`src/alignPkg.sv`:
```
`default_nettype none

package alignPkg;

    // request size as carried on the sizeIn pins
    typedef enum logic [1:0] {
        sz1 = 2'd0,
        sz2 = 2'd1,
        sz4 = 2'd2,
        sz8 = 2'd3
    } accessSize;

    typedef enum logic {
        opRead  = 1'b0,
        opWrite = 1'b1
    } accessOp;

    // cache line geometry
    localparam int lineBytes = 16;
    localparam int offsetBits = 4;
    localparam int dataBits = lineBytes * 8;

    // byte counts run 0..16, so one bit wider than the offset
    localparam int countBits = offsetBits + 1;

    // physical line space is 3 frame bits over a 4 KB page
    localparam int physAddrBits = 15;

endpackage

`default_nettype wire

```
`src/tlbPkg.sv`:
```
`default_nettype none

package tlbPkg;

    localparam int tlbEntries = 8;
    localparam int tlbIndexBits = 3;

    // 4 KB pages over a 32-bit virtual space
    localparam int pageOffsetBits = 12;
    localparam int vpnBits = 32 - pageOffsetBits;

    // only eight physical frames exist
    localparam int pfnBits = 3;

    // one translation, 27 bits
    typedef struct packed {
        logic [vpnBits-1:0] vpn;
        logic [pfnBits-1:0] pfn;
        logic               valid;
        logic               present;
        logic               writable;
        logic               cacheDisable;
    } tlbEntry;

endpackage

`default_nettype wire

```
`src/accessIf.sv`:
```
`timescale 1ns/1ps
`default_nettype none

interface accessIf import alignPkg::*; ();

    logic                  valid;
    // line-aligned address of the first line
    logic [31:0]           vAddr0;
    // next line, vAddr0 + 16
    logic [31:0]           vAddr1;
    logic [offsetBits-1:0] offset;
    logic                  split;
    accessSize             size0;
    logic [countBits-1:0]  bytes0;
    logic [countBits-1:0]  bytes1;
    accessOp               op;
    logic                  fromBus;
    logic [dataBits-1:0]   data;

    modport decode (
        output valid, vAddr0, vAddr1, offset, split, size0,
               bytes0, bytes1, op, fromBus, data
    );

    // translation only needs the page numbers and the operation
    modport execute (
        input valid, vAddr0, vAddr1, split, op
    );

    modport result (
        input valid, vAddr0, vAddr1, offset, split, size0,
              bytes0, bytes1, op, fromBus, data
    );

endinterface

`default_nettype wire

```
`src/accessDecode.sv`:
```
`timescale 1ns/1ps
`default_nettype none

module accessDecode import alignPkg::*; (
    input  logic                validIn,
    input  logic [31:0]         addressIn,
    input  accessSize           sizeIn,
    input  logic                sizeOvr,
    input  logic                write,
    input  logic                fromBus,
    input  logic [dataBits-1:0] dataIn,
    accessIf.decode             acc
);

    accessSize             effSize;
    logic [countBits-1:0]  byteCount;
    logic [offsetBits-1:0] offset;
    logic [countBits-1:0]  endSum;
    logic [countBits-1:0]  room;
    logic [31:0]           lineBase;
    logic                  split;

    // override always widens to a doubleword
    assign effSize = sizeOvr ? sz8 : sizeIn;

    always_comb begin
        case (effSize)
            sz1:     byteCount = countBits'(1);
            sz2:     byteCount = countBits'(2);
            sz4:     byteCount = countBits'(4);
            default: byteCount = countBits'(8);
        endcase
    end

    assign offset = addressIn[offsetBits-1:0];
    assign lineBase = {addressIn[31:offsetBits], {offsetBits{1'b0}}};

    // at most 15 + 8, fits the count width
    assign endSum = countBits'(offset) + byteCount;

    // bytes left before the line boundary
    assign room = countBits'(lineBytes) - countBits'(offset);

    // bus transfers are line sized and never cross
    assign split = !fromBus && (endSum > countBits'(lineBytes));

    assign acc.valid = validIn;
    assign acc.vAddr0 = lineBase;
    assign acc.vAddr1 = lineBase + 32'(lineBytes);
    assign acc.offset = offset;
    assign acc.split = split;
    assign acc.size0 = effSize;

    // first line takes what fits, the second the rest
    assign acc.bytes0 = split ? room : byteCount;
    assign acc.bytes1 = split ? (byteCount - room) : '0;

    assign acc.op = write ? opWrite : opRead;
    assign acc.fromBus = fromBus;
    assign acc.data = dataIn;

endmodule

`default_nettype wire

```
`src/tlbLookup.sv`:
```
`timescale 1ns/1ps
`default_nettype none

module tlbLookup import tlbPkg::*; import alignPkg::*; (
    input  logic                    clk,
    input  logic                    rstN,
    input  logic                    tlbWrite,
    input  logic [tlbIndexBits-1:0] tlbWriteIndex,
    input  tlbEntry                 tlbWriteEntry,
    accessIf.execute                acc,
    output logic [pfnBits-1:0]      pfn0,
    output logic [pfnBits-1:0]      pfn1,
    output logic                    miss,
    output logic                    protFault,
    output logic                    hit,
    output logic                    cacheDisable
);

    tlbEntry                 entries [tlbEntries];
    logic [tlbIndexBits:0]   find0;
    logic [tlbIndexBits:0]   find1;
    tlbEntry                 entry0;
    tlbEntry                 entry1;
    logic                    isWrite;
    logic                    miss0;
    logic                    miss1;
    logic                    fault0;
    logic                    fault1;

    // entries come up invalid, one write per strobe
    always_ff @(posedge clk or negedge rstN) begin
        if (!rstN) begin
            for (int i = 0; i < tlbEntries; i++) begin
                entries[i] <= '0;
            end
        end else if (tlbWrite) begin
            entries[tlbWriteIndex] <= tlbWriteEntry;
        end
    end

    // returns {found, index}; scanning downward leaves the lowest match
    function automatic logic [tlbIndexBits:0] findEntry(input logic [vpnBits-1:0] vpn);
        logic [tlbIndexBits:0] result;
        result = '0;
        for (int i = tlbEntries - 1; i >= 0; i--) begin
            if (entries[i].valid && (entries[i].vpn == vpn)) begin
                result = {1'b1, tlbIndexBits'(i)};
            end
        end
        return result;
    endfunction

    // both lines are looked up in parallel
    always_comb begin
        find0 = findEntry(acc.vAddr0[31:pageOffsetBits]);
        find1 = findEntry(acc.vAddr1[31:pageOffsetBits]);
    end

    assign entry0 = entries[find0[tlbIndexBits-1:0]];
    assign entry1 = entries[find1[tlbIndexBits-1:0]];

    assign isWrite = (acc.op == opWrite);

    // a matching entry that is not present is still a miss
    assign miss0 = !find0[tlbIndexBits] || !entry0.present;
    assign miss1 = acc.split && (!find1[tlbIndexBits] || !entry1.present);

    assign fault0 = !miss0 && isWrite && !entry0.writable;
    assign fault1 = acc.split && !miss1 && isWrite && !entry1.writable;

    assign pfn0 = entry0.pfn;
    assign pfn1 = entry1.pfn;

    assign miss = acc.valid && (miss0 || miss1);
    assign protFault = acc.valid && (fault0 || fault1);
    assign hit = acc.valid && !miss0 && !miss1;

    // the second line only counts when it is needed
    assign cacheDisable = acc.valid &&
        ((!miss0 && entry0.cacheDisable) || (acc.split && !miss1 && entry1.cacheDisable));

endmodule

`default_nettype wire

```
`src/lineBuild.sv`:
```
`timescale 1ns/1ps
`default_nettype none

module lineBuild import alignPkg::*; import tlbPkg::*; (
    input  logic                    clk,
    input  logic                    rstN,
    accessIf.result                 acc,
    input  logic [pfnBits-1:0]      pfn0,
    input  logic [pfnBits-1:0]      pfn1,
    input  logic                    miss,
    input  logic                    protFault,
    input  logic                    hit,
    input  logic                    cacheDisableIn,

    output logic                    valid0,
    output logic [physAddrBits-1:0] address0,
    output logic [31:0]             vAddress0,
    output logic [lineBytes-1:0]    mask0,
    output logic [dataBits-1:0]     data0,
    output accessSize               size0,
    output logic                    write0,

    output logic                    valid1,
    output logic [physAddrBits-1:0] address1,
    output logic [31:0]             vAddress1,
    output logic [lineBytes-1:0]    mask1,
    output logic [dataBits-1:0]     data1,
    output logic                    write1,

    output logic                    needP1,
    output logic                    tlbMiss,
    output logic                    protectionFault,
    output logic                    tlbHit,
    output logic                    cacheDisable
);

    logic                    good;
    logic [lineBytes-1:0]    maskNext0;
    logic [lineBytes-1:0]    maskNext1;
    logic [dataBits-1:0]     dataNext0;
    logic [dataBits-1:0]     dataNext1;
    logic [physAddrBits-1:0] addrNext0;
    logic [physAddrBits-1:0] addrNext1;
    logic                    isWrite;

    // count ones starting at byte 0
    function automatic logic [lineBytes-1:0] lowOnes(input logic [countBits-1:0] count);
        logic [lineBytes-1:0] m;
        for (int i = 0; i < lineBytes; i++) begin
            m[i] = (i < count);
        end
        return m;
    endfunction

    // bus transfers take the whole line as is
    assign maskNext0 = acc.fromBus ? '1 : (lowOnes(acc.bytes0) << acc.offset);
    assign maskNext1 = lowOnes(acc.bytes1);

    // first line moves data up to the offset lane
    assign dataNext0 = acc.fromBus ? acc.data : (acc.data << {acc.offset, 3'b000});

    // second line gets what is left after bytes0
    assign dataNext1 = acc.fromBus ? acc.data : (acc.data >> {acc.bytes0, 3'b000});

    // frame number over the page-internal line index
    assign addrNext0 = {pfn0, acc.vAddr0[pageOffsetBits-1:offsetBits], {offsetBits{1'b0}}};
    assign addrNext1 = {pfn1, acc.vAddr1[pageOffsetBits-1:offsetBits], {offsetBits{1'b0}}};

    assign good = acc.valid && !(miss || protFault);
    assign isWrite = (acc.op == opWrite);

    always_ff @(posedge clk or negedge rstN) begin
        if (!rstN) begin
            valid0 <= 1'b0;
            valid1 <= 1'b0;
            tlbMiss <= 1'b0;
            protectionFault <= 1'b0;
            tlbHit <= 1'b0;
            cacheDisable <= 1'b0;
        end else begin
            valid0 <= good;
            valid1 <= good && acc.split;
            tlbMiss <= miss;
            protectionFault <= protFault;
            tlbHit <= hit;
            cacheDisable <= cacheDisableIn;
        end
    end

    // payload, qualified by the valid bits
    always_ff @(posedge clk) begin
        address0 <= addrNext0;
        vAddress0 <= acc.vAddr0;
        mask0 <= maskNext0;
        data0 <= dataNext0;
        size0 <= acc.size0;
        write0 <= isWrite;
        address1 <= addrNext1;
        vAddress1 <= acc.vAddr1;
        mask1 <= maskNext1;
        data1 <= dataNext1;
        write1 <= isWrite;
    end

    assign needP1 = valid1;

endmodule

`default_nettype wire

```
`src/inputAlign.sv`:
```
`timescale 1ns/1ps
`default_nettype none

module inputAlign import alignPkg::*; import tlbPkg::*; (
    input  logic                    clk,
    input  logic                    rstN,
    input  logic                    validIn,
    input  logic [31:0]             addressIn,
    input  accessSize               sizeIn,
    input  logic                    sizeOvr,
    input  logic                    write,
    input  logic                    fromBus,
    input  logic [dataBits-1:0]     dataIn,
    input  logic                    tlbWrite,
    input  logic [tlbIndexBits-1:0] tlbWriteIndex,
    input  tlbEntry                 tlbWriteEntry,

    output logic                    valid0,
    output logic [physAddrBits-1:0] address0,
    output logic [31:0]             vAddress0,
    output logic [lineBytes-1:0]    mask0,
    output logic [dataBits-1:0]     data0,
    output accessSize               size0,
    output logic                    write0,

    output logic                    valid1,
    output logic [physAddrBits-1:0] address1,
    output logic [31:0]             vAddress1,
    output logic [lineBytes-1:0]    mask1,
    output logic [dataBits-1:0]     data1,
    output logic                    write1,

    output logic                    needP1,
    output logic                    tlbMiss,
    output logic                    protectionFault,
    output logic                    tlbHit,
    output logic                    cacheDisable
);

    logic [pfnBits-1:0] pfn0;
    logic [pfnBits-1:0] pfn1;
    logic               miss;
    logic               protFault;
    logic               hit;
    logic               cacheDis;

    // decoded request shared by all three stages
    accessIf acc ();

    accessDecode i_accessDecode (
        .validIn   (validIn),
        .addressIn (addressIn),
        .sizeIn    (sizeIn),
        .sizeOvr   (sizeOvr),
        .write     (write),
        .fromBus   (fromBus),
        .dataIn    (dataIn),
        .acc       (acc.decode)
    );

    tlbLookup i_tlbLookup (
        .clk           (clk),
        .rstN          (rstN),
        .tlbWrite      (tlbWrite),
        .tlbWriteIndex (tlbWriteIndex),
        .tlbWriteEntry (tlbWriteEntry),
        .acc           (acc.execute),
        .pfn0          (pfn0),
        .pfn1          (pfn1),
        .miss          (miss),
        .protFault     (protFault),
        .hit           (hit),
        .cacheDisable  (cacheDis)
    );

    // the only registered stage, one cycle from request to outputs
    lineBuild i_lineBuild (
        .clk             (clk),
        .rstN            (rstN),
        .acc             (acc.result),
        .pfn0            (pfn0),
        .pfn1            (pfn1),
        .miss            (miss),
        .protFault       (protFault),
        .hit             (hit),
        .cacheDisableIn  (cacheDis),
        .valid0          (valid0),
        .address0        (address0),
        .vAddress0       (vAddress0),
        .mask0           (mask0),
        .data0           (data0),
        .size0           (size0),
        .write0          (write0),
        .valid1          (valid1),
        .address1        (address1),
        .vAddress1       (vAddress1),
        .mask1           (mask1),
        .data1           (data1),
        .write1          (write1),
        .needP1          (needP1),
        .tlbMiss         (tlbMiss),
        .protectionFault (protectionFault),
        .tlbHit          (tlbHit),
        .cacheDisable    (cacheDisable)
    );

endmodule

`default_nettype wire

```
`config.mk`:
```
export PLATFORM = sky130hd
export DESIGN_NAME = inputAlign
export DESIGN_NICKNAME = d
export VERILOG_FILES = /design/src/alignPkg.sv /design/src/tlbPkg.sv /design/src/accessIf.sv /design/src/accessDecode.sv /design/src/tlbLookup.sv /design/src/lineBuild.sv /design/src/inputAlign.sv
export SDC_FILE = /design/constraint.sdc
export NUM_CORES = 2
export LEC_CHECK = 0
export BUFFER_PORTS_ARGS = -buffer_cell sky130_fd_sc_hd__buf_4
export CAP_MARGIN = 20
export CORE_MARGIN = 3
export CORE_UTILIZATION = 35
export DETAILED_ROUTE_END_ITERATION = 12
export PLACE_DENSITY = 0.59
export SLEW_MARGIN = 20
export SYNTH_ARGS = -nofsm -noshare
export SYNTH_HDL_FRONTEND = slang
export SYNTH_SLANG_ARGS = --single-unit
```
`constraint.sdc`:
```
create_clock -name clk -period 8.4 [get_ports clk]
set_clock_uncertainty 0.1 [all_clocks]
set_input_delay 1.26 -clock clk [delete_from_list [all_inputs] [get_ports clk]]
set_output_delay 1.26 -clock clk [all_outputs]
set_load 0.005 [all_outputs]
```
# == Yosys cells after proc, flatten, opt, wreduce, memory -nomap -nowiden ==
# Index checks and enable logic that the tools add are counted.
# word_totals
wordCells,211
output_inout_bits,393
in_bits,199
regBits,595
# op_classes
eq_ne,18
addsub,4
n_lt_le_gt_ge,37
n_reduce_logical,50
shift,3
mux,32
bitwise_logic,3
# ops
op,n
$eq 20x20->1,16
$mux 128,2
$bwmux 216,1
$bmux 27 s3,2
$shl 128x7->128,1
$shr 128x8->128,1
$demux 27 s3,1
$lt 4x5->1 const A,16
$mux 4,16
$lt 3x5->1 const A,8
$logic_and 1x1->1,33
$add 32x5->32 const B,1
$mux 7,4
$mux 27,1
$lt 1x5->1 const A,4
$lt 2x5->1 const A,4
$shl 16x4->16,1
$ge 4x4->1 const B,3
$not 3->4,3
$pmux 4 s3,1
$logic_not 1->1,10
$mux 5,2
$logic_or 1x1->1,6
$add 4x4->5,1
9 further kinds,9

# == Longest topological paths before layout ==
# depth
word_depth,28
mapped_depth,21
depth_no_buf,19

# == Modules after synthesis ==
# From an unflattened synthesis, not the netlist that was laid out.
# hier_totals
cells_unflattened,3551
area_unflattened_um2,35147.5
# by_module_without_submodules
mod,seq_area_each_um2,cells_per_inst,area_each_um2,instances
lineBuild,7377.1,2020,19302.3,1
tlbLookup,5405.2,1213,13574.3,1
accessDecode,0.0,318,2270.9,1

# == Worst setup path before layout ==
# Ideal clock, no wire load.
# synth_timing
kind,in2reg
startpoint,in addressIn[1]
endpoint,reg i_lineBuild.mask0[12]
setup_time_ps,120
path_stages,17
required_ps,8180
arrival_time_ps,5322
n_path_buf,5
setup_slack_ps,2858
path_cell_list,clkbuf_1 inv_2 clkbuf_1 buf_1 fa_1 nand2_1 o31ai_1 clkinv_1 a21boi_0 clkbuf_1 clkbuf_1 nand2_1 a22oi_1 nor2_1 o31ai_1 a21oi_1 a211o_1
# synth_via
elab_chain_cells,6
word_cells_on_any_way,22
classes_between,add/sub (2); order compare (17); shift (1); mux (1); reduce/logical (1)
# synth_rtl
item,line,text
"start, declared",inputAlign.sv:8,"input logic [31:0] addressIn,"
$add 4x4->5,accessDecode.sv:39,assign endSum = countBits'(offset) + byteCount;
$gt 5x5->1,accessDecode.sv:45,assign split = !fromBus && (endSum > countBits'(lineBytes));
$logic_and 1x1->1,accessDecode.sv:45,
$mux 5,accessDecode.sv:55,assign acc.bytes0 = split ? room : byteCount;
"$lt 1x5->1, or another cell as far along",lineBuild.sv:50,m[i] = (i < count);
$shl 16x4->16 (*),lineBuild.sv:56,assign maskNext0 = acc.fromBus ? '1 : (lowOnes(acc.bytes0) << acc.offset);
"end signal, assigned",lineBuild.sv:94,mask0 <= maskNext0;
"end, declared",lineBuild.sv:18,"output logic [lineBytes-1:0] mask0,"
# Every way passes the cells marked *; elsewhere a longest branch is shown, timed or not.
# A chain may end at the register's enable or synchronous reset.

# == Final worst setup path ==
# layout_timing
startpoint,in addressIn[9]
endpoint,reg i_lineBuild.protectionFault
# layout_via
elab_chain_cells,24
word_cells_on_any_way,40
classes_between,add/sub (1); eq/ne (8); mux (11); bitwise (1); reduce/logical (19)
# layout_rtl
item,line,text
$add 32x5->32 (*),accessDecode.sv:49,assign acc.vAddr1 = lineBase + 32'(lineBytes);
$eq 20x20->1,tlbLookup.sv:46,if (entries[i].valid && (entries[i].vpn == vpn)) begin
$logic_and 1x1->1,tlbLookup.sv:46,
$mux 4 (7 in a row),tlbLookup.sv:46,
$mux 4 (*),tlbLookup.sv:46,
$not 3->4 (not written as such),tlbLookup.sv:60,assign entry1 = entries[find1[tlbIndexBits-1:0]];
$bmux 27 s3,tlbLookup.sv:60,
$mux 7 (not written as such) (2 in a row),tlbLookup.sv:60,
$logic_not 1->1,tlbLookup.sv:66,assign miss1 = acc.split && (!find1[tlbIndexBits] || !entry1.present);
$logic_or 1x1->1,tlbLookup.sv:66,
$logic_and 1x1->1,tlbLookup.sv:66,
$logic_not 1->1,tlbLookup.sv:69,assign fault1 = acc.split && !miss1 && isWrite && !entry1.writable;
$logic_and 1x1->1 (2 in a row),tlbLookup.sv:69,
$logic_and 1x1->1 (*),tlbLookup.sv:69,
$logic_or 1x1->1 (*),tlbLookup.sv:75,assign protFault = acc.valid && (fault0 || fault1);
$logic_and 1x1->1 (*),tlbLookup.sv:75,
via i_lineBuild.protFault,lineBuild.sv:11,"input logic protFault,"
"end signal, assigned",lineBuild.sv:84,protectionFault <= protFault;
"end, declared",lineBuild.sv:32,"output logic protectionFault,"
# Mark *: on every way through the listed nets, which the timed path passes. The rest lies on a longest branch. The select of a mux whose other input is x is not followed.

==> implementation parameters <==
Parameter                              Value

Power
  Max rail drop VDD ... 0.119 mV
  PnR Total Power ... 9.45 mW
  Portion of total power attributed to combinational logic ... 0.285
  Switching Share ... 0.360
  Total internal power ... 6.05 mW
  Ratio of total power to cell area ... 226 mW/mm2
  Cell leakage power ... 18.8 nW
  Power dissipated by switching net loads ... 3.40 mW
  Part of the power in registers ... 0.382
  Clock network power share ... 0.333

Hold path
  Worst-case hold path end point ... i_tlbLookup.entries[122]$_DFFE_PN0P_
  Worst min path class ... reg2reg
  Hold path depth ... 1
  Beginning of the worst hold path ... i_tlbLookup.entries[122]$_DFFE_PN0P_

Status
  Result of the run ... completed

Clock tree
  CTS HTree Levels ... 3
  Number of buffers added by the clock tree synthesis step ... 70
  Clock-pin slew on the worst setup and hold paths ... 60 ps
  Count of hold buffers inserted by post-cts repair ... 0
  Clock tree sinks ... ~580
  Clock latency on the worst-skew pair ... 680 ps
  Bufs on Longest Clock Path ... 3
  Clock Root Buffer ... clkbuf_16
  Number of setup buffers added after CTS ... 0
  CTS tree ... built
  CTS-repair resized insts ... 0

GRT
  Overall fraction of global-route tracks in use ... 0.360
  Fraction of met1 tracks used by global routing ... 0.440
  Met2 Resource Use GR ... 0.562
  Global-route congestion overflow total ... 0
  Antenna violations before repair ... 30
  Most crowded layer after global routing ... met2
  Global-route met3 utilization ... 0.0917
  Maximum number of pins on one net before global-route repair ... roughly 110
  Wire length of the first global-routing pass ... 261000 um
  Number of global-route vias before repair ... 32600

Finish
  Fraction of layout cells with a size suffix above 1 ... 0.261
  End-of-flow core utilization ... 0.436
  Layout Area Growth over Synthesis ... 22.5%
  Nets ... 4419

Die
  Area of the core ... about 0.096 mm2
  Initial core utilization ... 0.356
  Total number of placement rows ... 113
  Die area ... just over 0.1 mm2
  I/O pin count ... 592
  Floorplan die width ... 318 um
  Height of the die ... roughly 320 um

Routing
  Mean routed wirelength per cell ... 34.4 um
  DRC errors left ... 0
  Total detailed-routing wirelength ... between 150000 and 200000 um
  Drt pass-1 iters ... 8
  Via count ... 33800
  Initial detailed-routing violation count ... 4770
  Via density per instance ... 6.10
  Count of nets left with antenna violations after detail routing ... 0

Logic synthesis
  Summed instance area of the synthesized netlist ... 0.0341 mm2
  Fraction of synthesis flops using an asynchronous set or reset pin ... 0.386
  Leading cell types by total area after synthesis ... dfxtp_1 (21%), dfrtp_1 (16%), mux2_2 (8.4%), mux2i_1 (8.2%), nand2_1 (6.3%)
  Number of warnings printed during yosys synthesis ... 0
  Sequential share of the synthesized area ... 0.370
  Share of Yosys cell area claimed by the top area cell type ... 0.207
  Number of synthesized register bits ... 575
  Most instantiated library cell after synthesis ... nand2_1
  Post-synthesis area per instance ... 9.01 um2
  Ys flop type ... dfxtp_1
  EDFF count, synth ... 0
  Area leader, netlist ... dfxtp_1
  Commonest cells post-synth ... nand2_1 (574), dfxtp_1 (353), mux2i_1 (280)
  Count of cell types in the netlist ... 100
  Syn Inst Count ... 3788

Critical path
  Critical Path AT ... 6990 ps
  R2R Setup Slk ... 3330 ps
  Source of the critical timing path ... addressIn[9]
  Slowest stage cell, crit path ... nand4_1
  Critical path's most frequent cell ... buf_4
  Worst reg2reg path depth ... 13
  Type of the worst setup path ... in2reg
  Worst-path fanout max ... 14
  Worst path required time ... 8850 ps
  Ordered list of cells on the worst path ... buf_4 > and3_1 > nand4_1 > buf_4 > buf_4 > nor2_1 > buf_4 > o32ai_1 > a2111oi_0 > o211ai_1 > or3_1 > a21o_1 > a21oi_4 > mux2i_1 > a21oi_2 > nor2_1 > o32ai_1
  Reg-to-reg endpoint ... i_lineBuild.protectionFault$_DFF_PN0_
  Critical path's largest stage delay ... slightly below 1000 ps
  Startpoint of the most critical register-to-register path ... i_tlbLookup.entries[128]$_DFFE_PN0P_
  Type of origin of the critical path ... input pin
  Setup crit end kind ... flip-flop

STA
  FMAX ... approximately 150 MHz
  Final hold viol count ... 0
  Count of final setup violators ... 0
  Unrepaired setup endpoints after global routing ... no
  Headroom to the max-slew limit ... 0.176
  Clock period minus worst slack ... 6540 ps
  Fin Setup TNS ... 0 ps
  Slack of the critical path ... 1860 ps
  Transition at the pin with the smallest max-transition slack ... 1230 ps
  Final critical-path share of the clock period ... 0.778
  Max-slew violations ... 0

Placed design
  Port bufs ... 575
  Final RePlAce weighted congestion ... 1.07
  Setup slack after placement ... 1410 ps
  DP Wirelength ... 145000 um

Job
  Count of maximum capacitance violations ... 0
==> layout make-up <==
cell class / instances / area (um2)
Sequential cell: 575 / 12600
Antenna cell: 13 / 32.5
Inverter: 68 / 258
Clock inverter: 35 / 348
Tap cell: 1265 / 1580
Clock buffer: 95 / 2030
Fill cell: 9605 / 54000
Multi-Input combinational cell: 2848 / 20100
Timing Repair Buffer: 645 / 4900
==> cells in the final DEF (no fill, tap or decap), types with 12 or more instances in the layout <==
master / n
xnor3_1: 20
nand3_1: 46
o221ai_1: 38
inv_1: 63
a211oi_1: 33
o21ai_0: 227
nor2_1: 206
nor3_1: 36
nand4_1: 50
diode_2: 13
a21oi_1: 254
xor2_1: 113
dfxtp_1: 353
a21o_1: 17
xnor2_1: 167
mux4_2: 28
o31a_1: 18
conb_1: 16
or3_1: 12
mux2i_1: 280
o211ai_1: 19
a221oi_1: 16
buf_4: 638
nor4_1: 41
dfrtp_1: 222
clkbuf_16: 74
mux2_2: 255
and3_1: 43
and2_1: 22
o22ai_1: 24
o21a_1: 28
o31ai_1: 21
nand2_1: 574
==> worst max-delay path: cells and delay by family <==
kind	cells	cell delay, ps
AOI/OAI and AO/OA	7	2300
and+or+nand+nor	5	2190
buffers and inverters	4	1040
muxes	1	170
==> stage by stage <==
step | hold slack (ps) | cell area [um2] | cells
floorplan | 392 | 34200 | 3803
global placement | 408 | 39400 | 5400
detailed placement | 414 | 39400 | 5400
CTS | 427 | 41800 | 5530
global route | 438 | 41800 | 5532
finish | 426 | 41800 | 5544
==> layer usage <==
layer	vias to the layer above	routed length (um)
met5	-	184
met4	16	16000
met3	649	20200
met2	2390	83700
met1	16500	70900
li1	14300	-
==> power by group through the flow <==
| stage | sequential (mW) | clock (mW) | combinational [mW] |
|---|---|---|---|
| final | 3.61 | 3.15 | 2.69 |
| after floorplan | 3.44 | 0 | 1.44 |
| after global routing | 3.63 | 3.29 | 2.80 |
| after CTS | 3.59 | 3.20 | 2.62 |
| after detailed placement | 3.64 | 0 | 2.60 |
| after global placement | 3.63 | 0 | 2.61 |
==> state kept, by name, indices dropped and copies added, names as in the netlist, 2 cells and up <==
register	count
i_tlbLookup.entries	216
i_lineBuild.data0	128
i_lineBuild.data1	128
i_lineBuild.vAddress0	20
i_lineBuild.vAddress1	20
i_lineBuild.mask0	16
i_lineBuild.mask1	16
i_lineBuild.address0	11
i_lineBuild.address1	11
i_lineBuild.size0	2
==> how the worst max path moves through the flow <==
stage	slack [ps]	cells after the start	to
after floorplan	2860	17	i_lineBuild.mask0[12]$_SDFF_PP1_
after global placement	1420	17	i_lineBuild.cacheDisable$_DFF_PN0_
after detailed placement	1410	17	i_lineBuild.cacheDisable$_DFF_PN0_
after CTS	2090	16	i_lineBuild.address1[13]$_DFF_P_
after global routing	1700	17	i_lineBuild.protectionFault$_DFF_PN0_
final	1860	17	i_lineBuild.protectionFault$_DFF_PN0_
==> cell families after synthesis <==
| family | after synthesis | share of synthesized area |
|---|---|---|
| other cells | 1 | 0.000110 |
| simple gates | 1138 | 0.156 |
| flops | 575 | 0.370 |
| fa+ha+maj | 12 | 0.00484 |
| compound gates | 816 | 0.149 |
| xor+xnor | 303 | 0.0870 |
| mux | 563 | 0.185 |
| buf+inv | 380 | 0.0479 |
Power figures use the tool's default switching activity.
